**src/mem_bus_pkg.sv**
```systemverilog
package mem_bus_pkg;

	// Memory bus field widths
	localparam int MEM_ADDR_W = 32; // Word address
	localparam int MEM_DATA_W = 64; // One beat
	localparam int MEM_LEN_W  = 4;  // Burst length minus one
	localparam int MEM_DID_W  = 4;

	// Ids this engine places on requests and expects back on responses
	localparam logic [MEM_DID_W-1:0] DMA_DID    = 4'h2;
	localparam logic [MEM_DID_W-1:0] DMA_SUBDID = 4'h5;

	// Burst shape
	localparam int BURST_LEN   = 8;
	localparam int BURST_SHIFT = $clog2(BURST_LEN); // Words to bursts

	// Outstanding requests the bus allows
	localparam int MEM_CREDITS = 2;
	localparam int CREDIT_W    = $clog2(MEM_CREDITS + 1);

	// Response buffer
	localparam int FIFO_DEPTH = 32;
	localparam int FIFO_PTR_W = $clog2(FIFO_DEPTH);
	localparam int FIFO_CNT_W = $clog2(FIFO_DEPTH + 1); // Holds 0 to FIFO_DEPTH

endpackage

```
**src/cfg_bus_pkg.sv**
```systemverilog
package cfg_bus_pkg;

	// Register bus widths
	localparam int CFG_ADDR_W = 4;
	localparam int CFG_DATA_W = 32;

	// Register map, low address bits only
	localparam logic [CFG_ADDR_W-1:0] REG_START  = 4'd0; // Start word address
	localparam logic [CFG_ADDR_W-1:0] REG_CTRL   = 4'd1; // Go bit and length
	localparam logic [CFG_ADDR_W-1:0] REG_STATUS = 4'd2; // Read only

	// Transfer length in words
	localparam int XFER_LEN_W = 16;

	// Unused bits between go and length in the control word
	localparam int CTRL_RSVD_W = CFG_DATA_W - 1 - XFER_LEN_W;

	// Status word is busy in bit 31, underrun in bit 30 and bursts left at the bottom
	localparam int STAT_RSVD_W = CFG_DATA_W - 2 - XFER_LEN_W;

	// One config data word, seen either as a start address or as the control view
	typedef union packed {
		logic [CFG_DATA_W-1:0] addr;
		struct packed {
			logic                   go;   // Bit 31
			logic [CTRL_RSVD_W-1:0] rsvd;
			logic [XFER_LEN_W-1:0]  len;  // Word count
		} ctrl;
	} cfg_word_u;

endpackage

```
**src/dma_cfg_regs.sv**
```systemverilog
`timescale 1ns/100ps

module dma_cfg_regs (
	input  logic                               clk,
	input  logic                               reset,
	input  logic                               cfg_valid,
	input  logic                               cfg_r_nw,
	input  logic [cfg_bus_pkg::CFG_ADDR_W-1:0] cfg_addr,
	input  logic [cfg_bus_pkg::CFG_DATA_W-1:0] cfg_wdata,
	output logic                               cfg_rvalid,
	output logic [cfg_bus_pkg::CFG_DATA_W-1:0] cfg_rdata,
	input  logic                               busy,
	input  logic [cfg_bus_pkg::XFER_LEN_W-1:0] bursts_left,
	input  logic                               underrun,
	output logic                               start,
	output logic [mem_bus_pkg::MEM_ADDR_W-1:0] start_addr,
	output logic [cfg_bus_pkg::XFER_LEN_W-1:0] xfer_len
);
	import cfg_bus_pkg::*;

	cfg_word_u wr_word;
	cfg_word_u ctrl_view;
	logic      wr_en;
	logic      go_accept;
	logic      underrun_flag; // Sticky until the next accepted go

	assign wr_word = cfg_wdata;
	assign wr_en   = cfg_valid && !cfg_r_nw;

	// A go while a transfer runs is dropped
	assign go_accept = wr_en && (cfg_addr == REG_CTRL) && wr_word.ctrl.go && !busy;

	always_ff @(posedge clk) begin
		if (reset) begin
			start_addr    <= '0;
			xfer_len      <= '0;
			start         <= 1'b0;
			underrun_flag <= 1'b0;
		end else begin
			start <= go_accept; // Pulse lands the cycle after the write
			if (wr_en && cfg_addr == REG_START)
				start_addr <= wr_word.addr;
			if (wr_en && cfg_addr == REG_CTRL)
				xfer_len <= wr_word.ctrl.len;
			if (go_accept)
				underrun_flag <= 1'b0;
			if (underrun)
				underrun_flag <= 1'b1; // A fresh underrun wins over the clear
		end
	end

	// Control readback, go reads as zero
	always_comb begin
		ctrl_view           = '0;
		ctrl_view.ctrl.len  = xfer_len;
	end

	always_ff @(posedge clk) begin
		if (reset)
			cfg_rvalid <= 1'b0;
		else
			cfg_rvalid <= cfg_valid && cfg_r_nw;
	end

	always_ff @(posedge clk) begin
		if (cfg_valid && cfg_r_nw) begin
			case (cfg_addr)
				REG_START:  cfg_rdata <= start_addr;
				REG_CTRL:   cfg_rdata <= ctrl_view.addr;
				REG_STATUS: cfg_rdata <= {busy, underrun_flag, {STAT_RSVD_W{1'b0}}, bursts_left};
				default:    cfg_rdata <= '0;
			endcase
		end
	end

	// Control must have gone idle before another start can reach it
	a_no_start_busy: assert property (@(posedge clk) disable iff (reset)
		start |-> !busy)
		else $error("start pulse while busy");

endmodule

```
**src/dma_ctrl.sv**
```systemverilog
`timescale 1ns/100ps

module dma_ctrl (
	input  logic                               clk,
	input  logic                               reset,
	input  logic                               start,
	input  logic [mem_bus_pkg::MEM_ADDR_W-1:0] start_addr,
	input  logic [cfg_bus_pkg::XFER_LEN_W-1:0] xfer_len,
	input  logic                               credit_avail,
	input  logic [mem_bus_pkg::FIFO_CNT_W-1:0] fifo_count,
	input  logic                               beat_accept,
	output logic                               issue,
	output logic [mem_bus_pkg::MEM_ADDR_W-1:0] issue_addr,
	output logic                               busy,
	output logic [cfg_bus_pkg::XFER_LEN_W-1:0] bursts_left
);
	import mem_bus_pkg::*;
	import cfg_bus_pkg::*;

	localparam logic [1:0] IDLE  = 2'd0;
	localparam logic [1:0] ISSUE = 2'd1;
	localparam logic [1:0] DRAIN = 2'd2;

	logic [1:0]            state;
	logic [MEM_ADDR_W-1:0] next_addr;
	logic [FIFO_CNT_W-1:0] in_flight;     // Requested words not yet in the buffer
	logic [FIFO_CNT_W-1:0] in_flight_nxt;
	logic [FIFO_CNT_W:0]   room_need;     // One extra bit for the sum
	logic [XFER_LEN_W-1:0] burst_cnt;
	logic                  room_ok;
	logic                  issue_last;

	assign burst_cnt = xfer_len >> BURST_SHIFT; // Low bits of the length dropped

	// Buffered words plus words on the way plus one more burst must fit
	assign room_need = fifo_count + in_flight + (FIFO_CNT_W+1)'(BURST_LEN);
	assign room_ok   = room_need <= (FIFO_CNT_W+1)'(FIFO_DEPTH);

	assign issue      = (state == ISSUE) && credit_avail && !issue_last && room_ok;
	assign issue_addr = next_addr;
	assign busy       = (state != IDLE);

	always_comb begin
		in_flight_nxt = in_flight;
		if (issue)
			in_flight_nxt = in_flight_nxt + FIFO_CNT_W'(BURST_LEN);
		if (beat_accept)
			in_flight_nxt = in_flight_nxt - 1'b1;
	end

	always_ff @(posedge clk) begin
		if (reset) begin
			state       <= IDLE;
			bursts_left <= '0;
			in_flight   <= '0;
			issue_last  <= 1'b0;
		end else begin
			issue_last <= issue; // Keeps bursts two cycles apart
			in_flight  <= in_flight_nxt;
			case (state)
				IDLE: begin
					if (start && burst_cnt != '0) begin
						bursts_left <= burst_cnt;
						state       <= ISSUE;
					end
				end
				ISSUE: begin
					if (issue) begin
						bursts_left <= bursts_left - 1'b1;
						if (bursts_left == XFER_LEN_W'(1))
							state <= DRAIN; // Last burst is out
					end
				end
				DRAIN: begin
					if (in_flight_nxt == '0)
						state <= IDLE;
				end
				default: state <= IDLE;
			endcase
		end
	end

	// Address walks one burst per issue
	always_ff @(posedge clk) begin
		if (state == IDLE && start)
			next_addr <= start_addr;
		else if (issue)
			next_addr <= next_addr + MEM_ADDR_W'(BURST_LEN);
	end

	a_in_flight_max: assert property (@(posedge clk) disable iff (reset)
		in_flight <= FIFO_CNT_W'(FIFO_DEPTH))
		else $error("words in flight above buffer depth");

	// Words of every granted burst still on the way means no credit is left
	a_issue_credit: assert property (@(posedge clk) disable iff (reset)
		(in_flight > FIFO_CNT_W'((MEM_CREDITS - 1) * BURST_LEN)) |-> !credit_avail)
		else $error("credit still available with every burst in flight");

endmodule

```
**src/dma_req_issuer.sv**
```systemverilog
`timescale 1ns/100ps

module dma_req_issuer (
	input  logic                               clk,
	input  logic                               reset,
	input  logic                               issue,
	input  logic [mem_bus_pkg::MEM_ADDR_W-1:0] issue_addr,
	input  logic                               mem_credit,
	output logic                               credit_avail,
	output logic                               mem_req_valid,
	output logic [mem_bus_pkg::MEM_ADDR_W-1:0] mem_req_addr,
	output logic [mem_bus_pkg::MEM_LEN_W-1:0]  mem_req_len,
	output logic [mem_bus_pkg::MEM_DID_W-1:0]  mem_req_did,
	output logic [mem_bus_pkg::MEM_DID_W-1:0]  mem_req_subdid
);
	import mem_bus_pkg::*;

	logic [CREDIT_W-1:0] credit_cnt;

	assign credit_avail = (credit_cnt != '0);

	// Spend on issue, earn back on each returned credit
	always_ff @(posedge clk) begin
		if (reset) begin
			credit_cnt <= CREDIT_W'(MEM_CREDITS);
		end else begin
			case ({issue, mem_credit})
				2'b10:   credit_cnt <= credit_cnt - 1'b1;
				2'b01:   credit_cnt <= credit_cnt + 1'b1;
				default: credit_cnt <= credit_cnt; // Both or neither
			endcase
		end
	end

	always_ff @(posedge clk) begin
		if (reset)
			mem_req_valid <= 1'b0;
		else
			mem_req_valid <= issue;
	end

	// Request fields, held until the next issue
	always_ff @(posedge clk) begin
		if (issue) begin
			mem_req_addr   <= issue_addr;
			mem_req_len    <= MEM_LEN_W'(BURST_LEN - 1);
			mem_req_did    <= DMA_DID;
			mem_req_subdid <= DMA_SUBDID;
		end
	end

	// Bus must not hand back more credits than it gave out
	a_credit_max: assert property (@(posedge clk) disable iff (reset)
		credit_cnt <= CREDIT_W'(MEM_CREDITS))
		else $error("credit count above MEM_CREDITS");

endmodule

```
**src/dma_resp_fifo.sv**
```systemverilog
`timescale 1ns/100ps

module dma_resp_fifo (
	input  logic                               clk,
	input  logic                               reset,
	input  logic                               mem_rsp_valid,
	input  logic [mem_bus_pkg::MEM_DID_W-1:0]  mem_rsp_did,
	input  logic [mem_bus_pkg::MEM_DID_W-1:0]  mem_rsp_subdid,
	input  logic [mem_bus_pkg::MEM_DATA_W-1:0] mem_rsp_data,
	output logic                               beat_accept,
	output logic [mem_bus_pkg::FIFO_CNT_W-1:0] fifo_count,
	input  logic                               rd_req,
	output logic                               rd_valid,
	output logic [mem_bus_pkg::MEM_DATA_W-1:0] rd_data,
	output logic                               underrun
);
	import mem_bus_pkg::*;

	logic [MEM_DATA_W-1:0] mem [FIFO_DEPTH];
	logic [FIFO_PTR_W-1:0] wr_ptr;
	logic [FIFO_PTR_W-1:0] rd_ptr;
	logic                  empty;
	logic                  full;
	logic                  pop;

	assign empty = (fifo_count == '0);
	assign full  = (fifo_count == FIFO_CNT_W'(FIFO_DEPTH));

	// Beats for other devices share the bus and are dropped here
	assign beat_accept = mem_rsp_valid && (mem_rsp_did == DMA_DID)
		&& (mem_rsp_subdid == DMA_SUBDID);

	assign pop      = rd_req && !empty;
	assign underrun = rd_req && empty; // Nothing to hand back

	always_ff @(posedge clk) begin
		if (reset) begin
			wr_ptr     <= '0;
			rd_ptr     <= '0;
			fifo_count <= '0;
			rd_valid   <= 1'b0;
		end else begin
			rd_valid <= pop;
			if (beat_accept)
				wr_ptr <= wr_ptr + 1'b1; // Depth is a power of two, wraps itself
			if (pop)
				rd_ptr <= rd_ptr + 1'b1;
			case ({beat_accept, pop})
				2'b10:   fifo_count <= fifo_count + 1'b1;
				2'b01:   fifo_count <= fifo_count - 1'b1;
				default: fifo_count <= fifo_count;
			endcase
		end
	end

	always_ff @(posedge clk) begin
		if (beat_accept)
			mem[wr_ptr] <= mem_rsp_data;
	end

	always_ff @(posedge clk) begin
		if (pop)
			rd_data <= mem[rd_ptr];
	end

	// Issue side keeps room for every requested beat
	a_no_overflow: assert property (@(posedge clk) disable iff (reset)
		beat_accept |-> !full)
		else $error("beat accepted into a full buffer");

endmodule

```
**src/dma_read_top.sv**
```systemverilog
`timescale 1ns/100ps

module dma_read_top (
	input  logic                               clk,
	input  logic                               reset,
	input  logic                               cfg_valid,
	input  logic                               cfg_r_nw,
	input  logic [cfg_bus_pkg::CFG_ADDR_W-1:0] cfg_addr,
	input  logic [cfg_bus_pkg::CFG_DATA_W-1:0] cfg_wdata,
	output logic                               cfg_rvalid,
	output logic [cfg_bus_pkg::CFG_DATA_W-1:0] cfg_rdata,
	output logic                               mem_req_valid,
	output logic [mem_bus_pkg::MEM_ADDR_W-1:0] mem_req_addr,
	output logic [mem_bus_pkg::MEM_LEN_W-1:0]  mem_req_len,
	output logic [mem_bus_pkg::MEM_DID_W-1:0]  mem_req_did,
	output logic [mem_bus_pkg::MEM_DID_W-1:0]  mem_req_subdid,
	input  logic                               mem_credit,
	input  logic                               mem_rsp_valid,
	input  logic [mem_bus_pkg::MEM_DID_W-1:0]  mem_rsp_did,
	input  logic [mem_bus_pkg::MEM_DID_W-1:0]  mem_rsp_subdid,
	input  logic [mem_bus_pkg::MEM_DATA_W-1:0] mem_rsp_data,
	input  logic                               rd_req,
	output logic                               rd_valid,
	output logic [mem_bus_pkg::MEM_DATA_W-1:0] rd_data
);
	import mem_bus_pkg::*;
	import cfg_bus_pkg::*;

	logic                  start;
	logic [MEM_ADDR_W-1:0] start_addr;
	logic [XFER_LEN_W-1:0] xfer_len;
	logic                  busy;
	logic [XFER_LEN_W-1:0] bursts_left;
	logic                  underrun;
	logic                  issue;
	logic [MEM_ADDR_W-1:0] issue_addr;
	logic                  credit_avail;
	logic [FIFO_CNT_W-1:0] fifo_count;
	logic                  beat_accept;

	dma_cfg_regs u_dma_cfg_regs (
		.clk(clk), .reset(reset),
		.cfg_valid(cfg_valid), .cfg_r_nw(cfg_r_nw), .cfg_addr(cfg_addr),
		.cfg_wdata(cfg_wdata), .cfg_rvalid(cfg_rvalid), .cfg_rdata(cfg_rdata),
		.busy(busy), .bursts_left(bursts_left), .underrun(underrun),
		.start(start), .start_addr(start_addr), .xfer_len(xfer_len)
	);

	dma_ctrl u_dma_ctrl (
		.clk(clk), .reset(reset),
		.start(start), .start_addr(start_addr), .xfer_len(xfer_len),
		.credit_avail(credit_avail), .fifo_count(fifo_count), .beat_accept(beat_accept),
		.issue(issue), .issue_addr(issue_addr), .busy(busy), .bursts_left(bursts_left)
	);

	dma_req_issuer u_dma_req_issuer (
		.clk(clk), .reset(reset),
		.issue(issue), .issue_addr(issue_addr), .mem_credit(mem_credit),
		.credit_avail(credit_avail), .mem_req_valid(mem_req_valid),
		.mem_req_addr(mem_req_addr), .mem_req_len(mem_req_len),
		.mem_req_did(mem_req_did), .mem_req_subdid(mem_req_subdid)
	);

	dma_resp_fifo u_dma_resp_fifo (
		.clk(clk), .reset(reset),
		.mem_rsp_valid(mem_rsp_valid), .mem_rsp_did(mem_rsp_did),
		.mem_rsp_subdid(mem_rsp_subdid), .mem_rsp_data(mem_rsp_data),
		.beat_accept(beat_accept), .fifo_count(fifo_count),
		.rd_req(rd_req), .rd_valid(rd_valid), .rd_data(rd_data), .underrun(underrun)
	);

endmodule

```
**config.mk**
```make
export PLATFORM = sky130hd
export DESIGN_NAME = dma_read_top
export DESIGN_NICKNAME = d
export VERILOG_FILES = /design/src/mem_bus_pkg.sv /design/src/cfg_bus_pkg.sv /design/src/dma_cfg_regs.sv /design/src/dma_ctrl.sv /design/src/dma_req_issuer.sv /design/src/dma_resp_fifo.sv /design/src/dma_read_top.sv
export SDC_FILE = /design/constraint.sdc
export NUM_CORES = 2
export LEC_CHECK = 0
export BUFFER_PORTS_ARGS = -buffer_cell sky130_fd_sc_hd__buf_2
export CORE_MARGIN = 8
export CORE_UTILIZATION = 55
export CTS_BUF_LIST = sky130_fd_sc_hd__clkbuf_4 sky130_fd_sc_hd__clkbuf_8
export DETAILED_ROUTE_END_ITERATION = 10
export HOLD_SLACK_MARGIN = 0.1
export MAX_ROUTING_LAYER = met4
export PLACE_DENSITY_LB_ADDON = 0.2
export SKIP_LAST_GASP = 1
export SYNTH_ARGS = -nofsm -noshare
export SYNTH_HDL_FRONTEND = slang
export SYNTH_HIERARCHICAL = 1
export SYNTH_SLANG_ARGS = --single-unit
```
**constraint.sdc**
```tcl
create_clock -name clk -period 6.8 [get_ports clk]
set_input_delay 1.7 -clock clk [delete_from_list [all_inputs] [get_ports clk]]
set_output_delay 1.7 -clock clk [all_outputs]
set_load 0.03 [all_outputs]
```
==> impl_metrics.json <==
{
  "cts.sinks": 2304,
  "worstPathArrival_ns": 5.14,
  "worstHoldPathType": "flip-flop to flip-flop",
  "p_int_uw": 21700,
  "ys_seq_elements": 2304,
  "core_region_area_mm2": 0.161,
  "synth_area_mm2": 0.0891,
  "rr_endpoint": "u_dma_req_issuer/credit_cnt[1]$_SDFFE_PP1P_",
  "synthMuxAreaShare_pct": 13.3,
  "vias": 45300,
  "overflow": 0,
  "drt_iter0_markers": 4933,
  "ioPinCount": 258,
  "switching_share_pct": 20.1,
  "ys_seq_area_share_pct": 76.6,
  "pwr-share-comb_pct": 1.2,
  "leakagePower_uw": 0.0313,
  "cts_root_buf": "clkbuf_8",
  "fillCellCount": 11300,
  "period_share_pct": 62.5,
  "synthSimpleGateAreaFrac_pct": 3.73,
  "cts_tree": "yes",
  "die_w_um": 419,
  "rsz0062_at_grt": "false",
  "post_dp_cell_area_mm2": 0.0931,
  "fin_nets": 5079,
  "reg2reg_depth": 16,
  "finalPower_uw": 27200,
  "clk_pin_slew_worst_paths_ns": 0.06,
  "htreeDepth": 5,
  "power_switching_uw": 5480,
  "yosys.area.top_type": "edfxtp_1",
  "multiInputGateArea_mm2": 0.0198,
  "yosysUniqueCellTypes": 82,
  "required_ns": 7.69,
  "yosys_warnings": 6,
  "grt_max_degree": 117,
  "start_util_pct": 55.4,
  "fmaxAchievable_ghz": 0.235,
  "die_area_mm2": 0.175,
  "grt_pass1_vias": 45700,
  "crit_type": "flip-flop to flip-flop",
  "cp-start-kind": "flip-flop",
  "synth_ff_type": "edfxtp_1",
  "cts_buffers": 375,
  "place.gp.congestion": 0.823,
  "port_buffers": 245,
  "setup_viol": 0,
  "synthCells": 4462,
  "period_needed_ns": 4.25,
  "layout-drive-gt1-share_pct": 27.1,
  "status": "finished clean",
  "ant_nets": 0,
  "worstHoldEndpoint": "u_dma_req_issuer/mem_req_addr[2]$_DFFE_PP_",
  "r2r-start": "u_dma_ctrl/in_flight[3]$_SDFF_PP0_",
  "post_cts_resized": 0,
  "synthToLayoutAreaGrowth_pct": 12.3,
  "peakVddDrop_mv": 0.280,
  "routedWlPerCell_um": 28.4,
  "dp_hpwl_um": 119000,
  "regToRegSetupSlack_ns": 2.55,
  "maxSlewHeadroom_pct": 8.55,
  "drtPass1Iterations": 6,
  "synth_top_family_by_area": "multiplexers",
  "regArea_mm2": 0.0682,
  "synth-edff-count": 2208,
  "avgSynthCellArea_um2": 20.0,
  "worstMarginPinSlew_ns": 1.37,
  "synth_compound_area_share_pct": 3.85,
  "netlist.area_leader.share_pct": 74.4,
  "p_clk_share_pct": 41.7,
  "worstSkewPairLatency_ns": 1.04,
  "drc": 0,
  "ys_top_cells_by_area": "edfxtp_1, mux4_2, mux2i_1",
  "max-cap-violations": 0,
  "hold_path_depth": 0,
  "cts_buffer_depth": 4,
  "critPathCaptureType": "flip-flop",
  "rows": 147,
  "crit_fanout": 33,
  "cts_hold_buf": 0,
  "fin_skew_ns": 0.0611,
  "final.setup.tns_ns": 0,
  "power_density_mw_per_mm2": 272,
  "async_flop_share_pct": 0,
  "viasPerCell": 6.15,
  "hold_viol": 0,
  "grt_first_pass_wirelength_um": 305000,
  "p_seq_share_pct": 57.1,
  "antenna_found_initial": 9,
  "cts_setup_buffers": 0,
  "synthAdderAreaFrac_pct": 0.374,
  "fin_area_mm2": 0.100,
  "die_height_um": 419,
  "routed_wl_um": 209000,
  "synth-xor-area-share_pct": 0.472,
  "finalMaxSlewViolations": 0,
  "grt_usage_pct": 24.3,
  "worstHoldStart": "u_dma_ctrl/issue_addr[2]$_DFFE_PP_"
}
## per-layer routing
metal	GRT usage, %	routed length [um]	part of all wire [%]	up-vias
met5	-	0	0	-
met4	7.50	6000	2.9	0
met3	5.37	17800	8.5	348
met2	37.4	100000	48	2013
met1	32.9	85200	41	23700
li1	-	-	-	19300
## layout by cell type, fill, tap and decap left out, types with 31 or more instances in the layout
cell      Yosys  routed
clkinv_1      0      74
nor2b_1      42      40
clkinv_2      0      36
nor2_4        0      34
clkbuf_8      0     386
mux4_2      384     384
nand2_1     115     115
nor3_1       32      31
buf_2        70     244
clkbuf_4      1     135
dfxtp_1      96      92
nand2b_1    107     106
mux2i_1     277     277
a221oi_1     32      32
nor2_1      134     102
buf_4        50      84
mux2_2       36      36
a22oi_1     186     186
nand4_1      43      43
o21ai_0      56      55
edfxtp_1   2208    2208
a211oi_1     54      54
## sequential cells by signal, indices dropped and copies added, names as in the netlist, 6 cells and up
register and cells:
u_dma_resp_fifo/fifo_count 6, u_dma_cfg_regs/start_addr 32, u_dma_resp_fifo/rd_data 64, u_dma_resp_fifo/mem 2048
u_dma_ctrl/issue_addr 32, u_dma_cfg_regs/cfg_rdata 32, u_dma_cfg_regs/xfer_len 16, u_dma_req_issuer/mem_req_addr 32
u_dma_ctrl/bursts_left 16, u_dma_ctrl/in_flight 6
## critical path, cell delays in order (launching register included)
cell	delay [ns]
dfxtp_1	0.51
inv_1	0.12
ha_1	0.29
inv_1	0.04
ha_1	0.32
or2_1	0.24
a21o_1	0.21
a2111oi_4	0.37
o21ai_2	0.16
or2_2	0.42
inv_1	0.08
buf_4	0.40
inv_1	0.12
ha_1	0.21
xor2_1	0.15
o21ai_0	0.12
or3b_1	0.35
## synthesized netlist by cell type, drive strengths merged, types with 4 or more instances
library cell	instances
a211oi	54
a21boi	4
a21oi	27
a221oi	33
a22o	4
a22oi	186
a2bb2oi	17
a31oi	4
and2	21
and3	8
buf	152
clkbuf	108
dfxtp	96
edfxtp	2208
ha	25
inv	27
mux2	37
mux2i	277
mux4	384
nand2	115
nand2b	107
nand3	23
nand3b	6
nand4	43
nor2	136
nor2b	42
nor3	33
nor3b	6
nor4	22
nor4b	4
nor4bb	6
o2111ai	16
o211ai	6
o21ai	87
o221ai	16
o31ai	6
or2	11
or3	22
or4	4
xnor2	22
xor2	26
## through the flow
step,setup WS [ns],util (%),hold WS [ns],std cells
final,2.55,62.3,0.416,7373
after global routing,2.23,62.3,0.419,7372
after global placement,1.76,57.9,0.403,6721
after CTS,2.50,62.3,0.415,7366
after floorplan,0.888,-,0.400,4472
after detailed placement,1.77,57.9,0.405,6721
## cells by family after synthesis
| family | after synthesis |
|---|---|
| compound gates | 475 |
| other cells | 2 |
| fa+ha+maj | 26 |
| mux | 698 |
| buf+inv | 287 |
| simple gates | 622 |
| xor+xnor | 48 |
| flops | 2304 |
## power groups by stage
stage                     sequential, uW  clock (uW)  combinational, uW
after floorplan                    15900           0               80.1
after global placement             15800           0                324
after detailed placement           15800           0                335
after CTS                          15500       11600                335
after global routing               15500       12200                362
final                              15500       11300                329
## cell type report
class	count	area share, %
multi-input combinational	1881	19.7
sequential	2304	68.2
inverter	27	0.108
clock inverter	124	0.661
tap	2160	2.70
antenna	7	0.0175
timing repair buffer	349	2.27
clock buffer	521	6.32
## worst max-delay path by stage
stage	from	to	slack (ns)
after detailed placement	mem_rsp_subdid[1]	u_dma_resp_fifo/mem[24][3]$_DFFE_PP_	1.77
after floorplan	mem_rsp_subdid[1]	u_dma_resp_fifo/mem[21][0]$_DFFE_PP_	0.89
after global routing	u_dma_ctrl/in_flight[3]$_SDFF_PP0_	u_dma_req_issuer/credit_cnt[1]$_SDFFE_PP1P_	2.23
after CTS	u_dma_ctrl/in_flight[3]$_SDFF_PP0_	u_dma_req_issuer/credit_cnt[1]$_SDFFE_PP1P_	2.50
after global placement	mem_rsp_subdid[1]	u_dma_resp_fifo/mem[24][3]$_DFFE_PP_	1.76
final	u_dma_ctrl/in_flight[3]$_SDFF_PP0_	u_dma_req_issuer/credit_cnt[1]$_SDFFE_PP1P_	2.55
No activity file was read; power rests on OpenSTA's default activity.
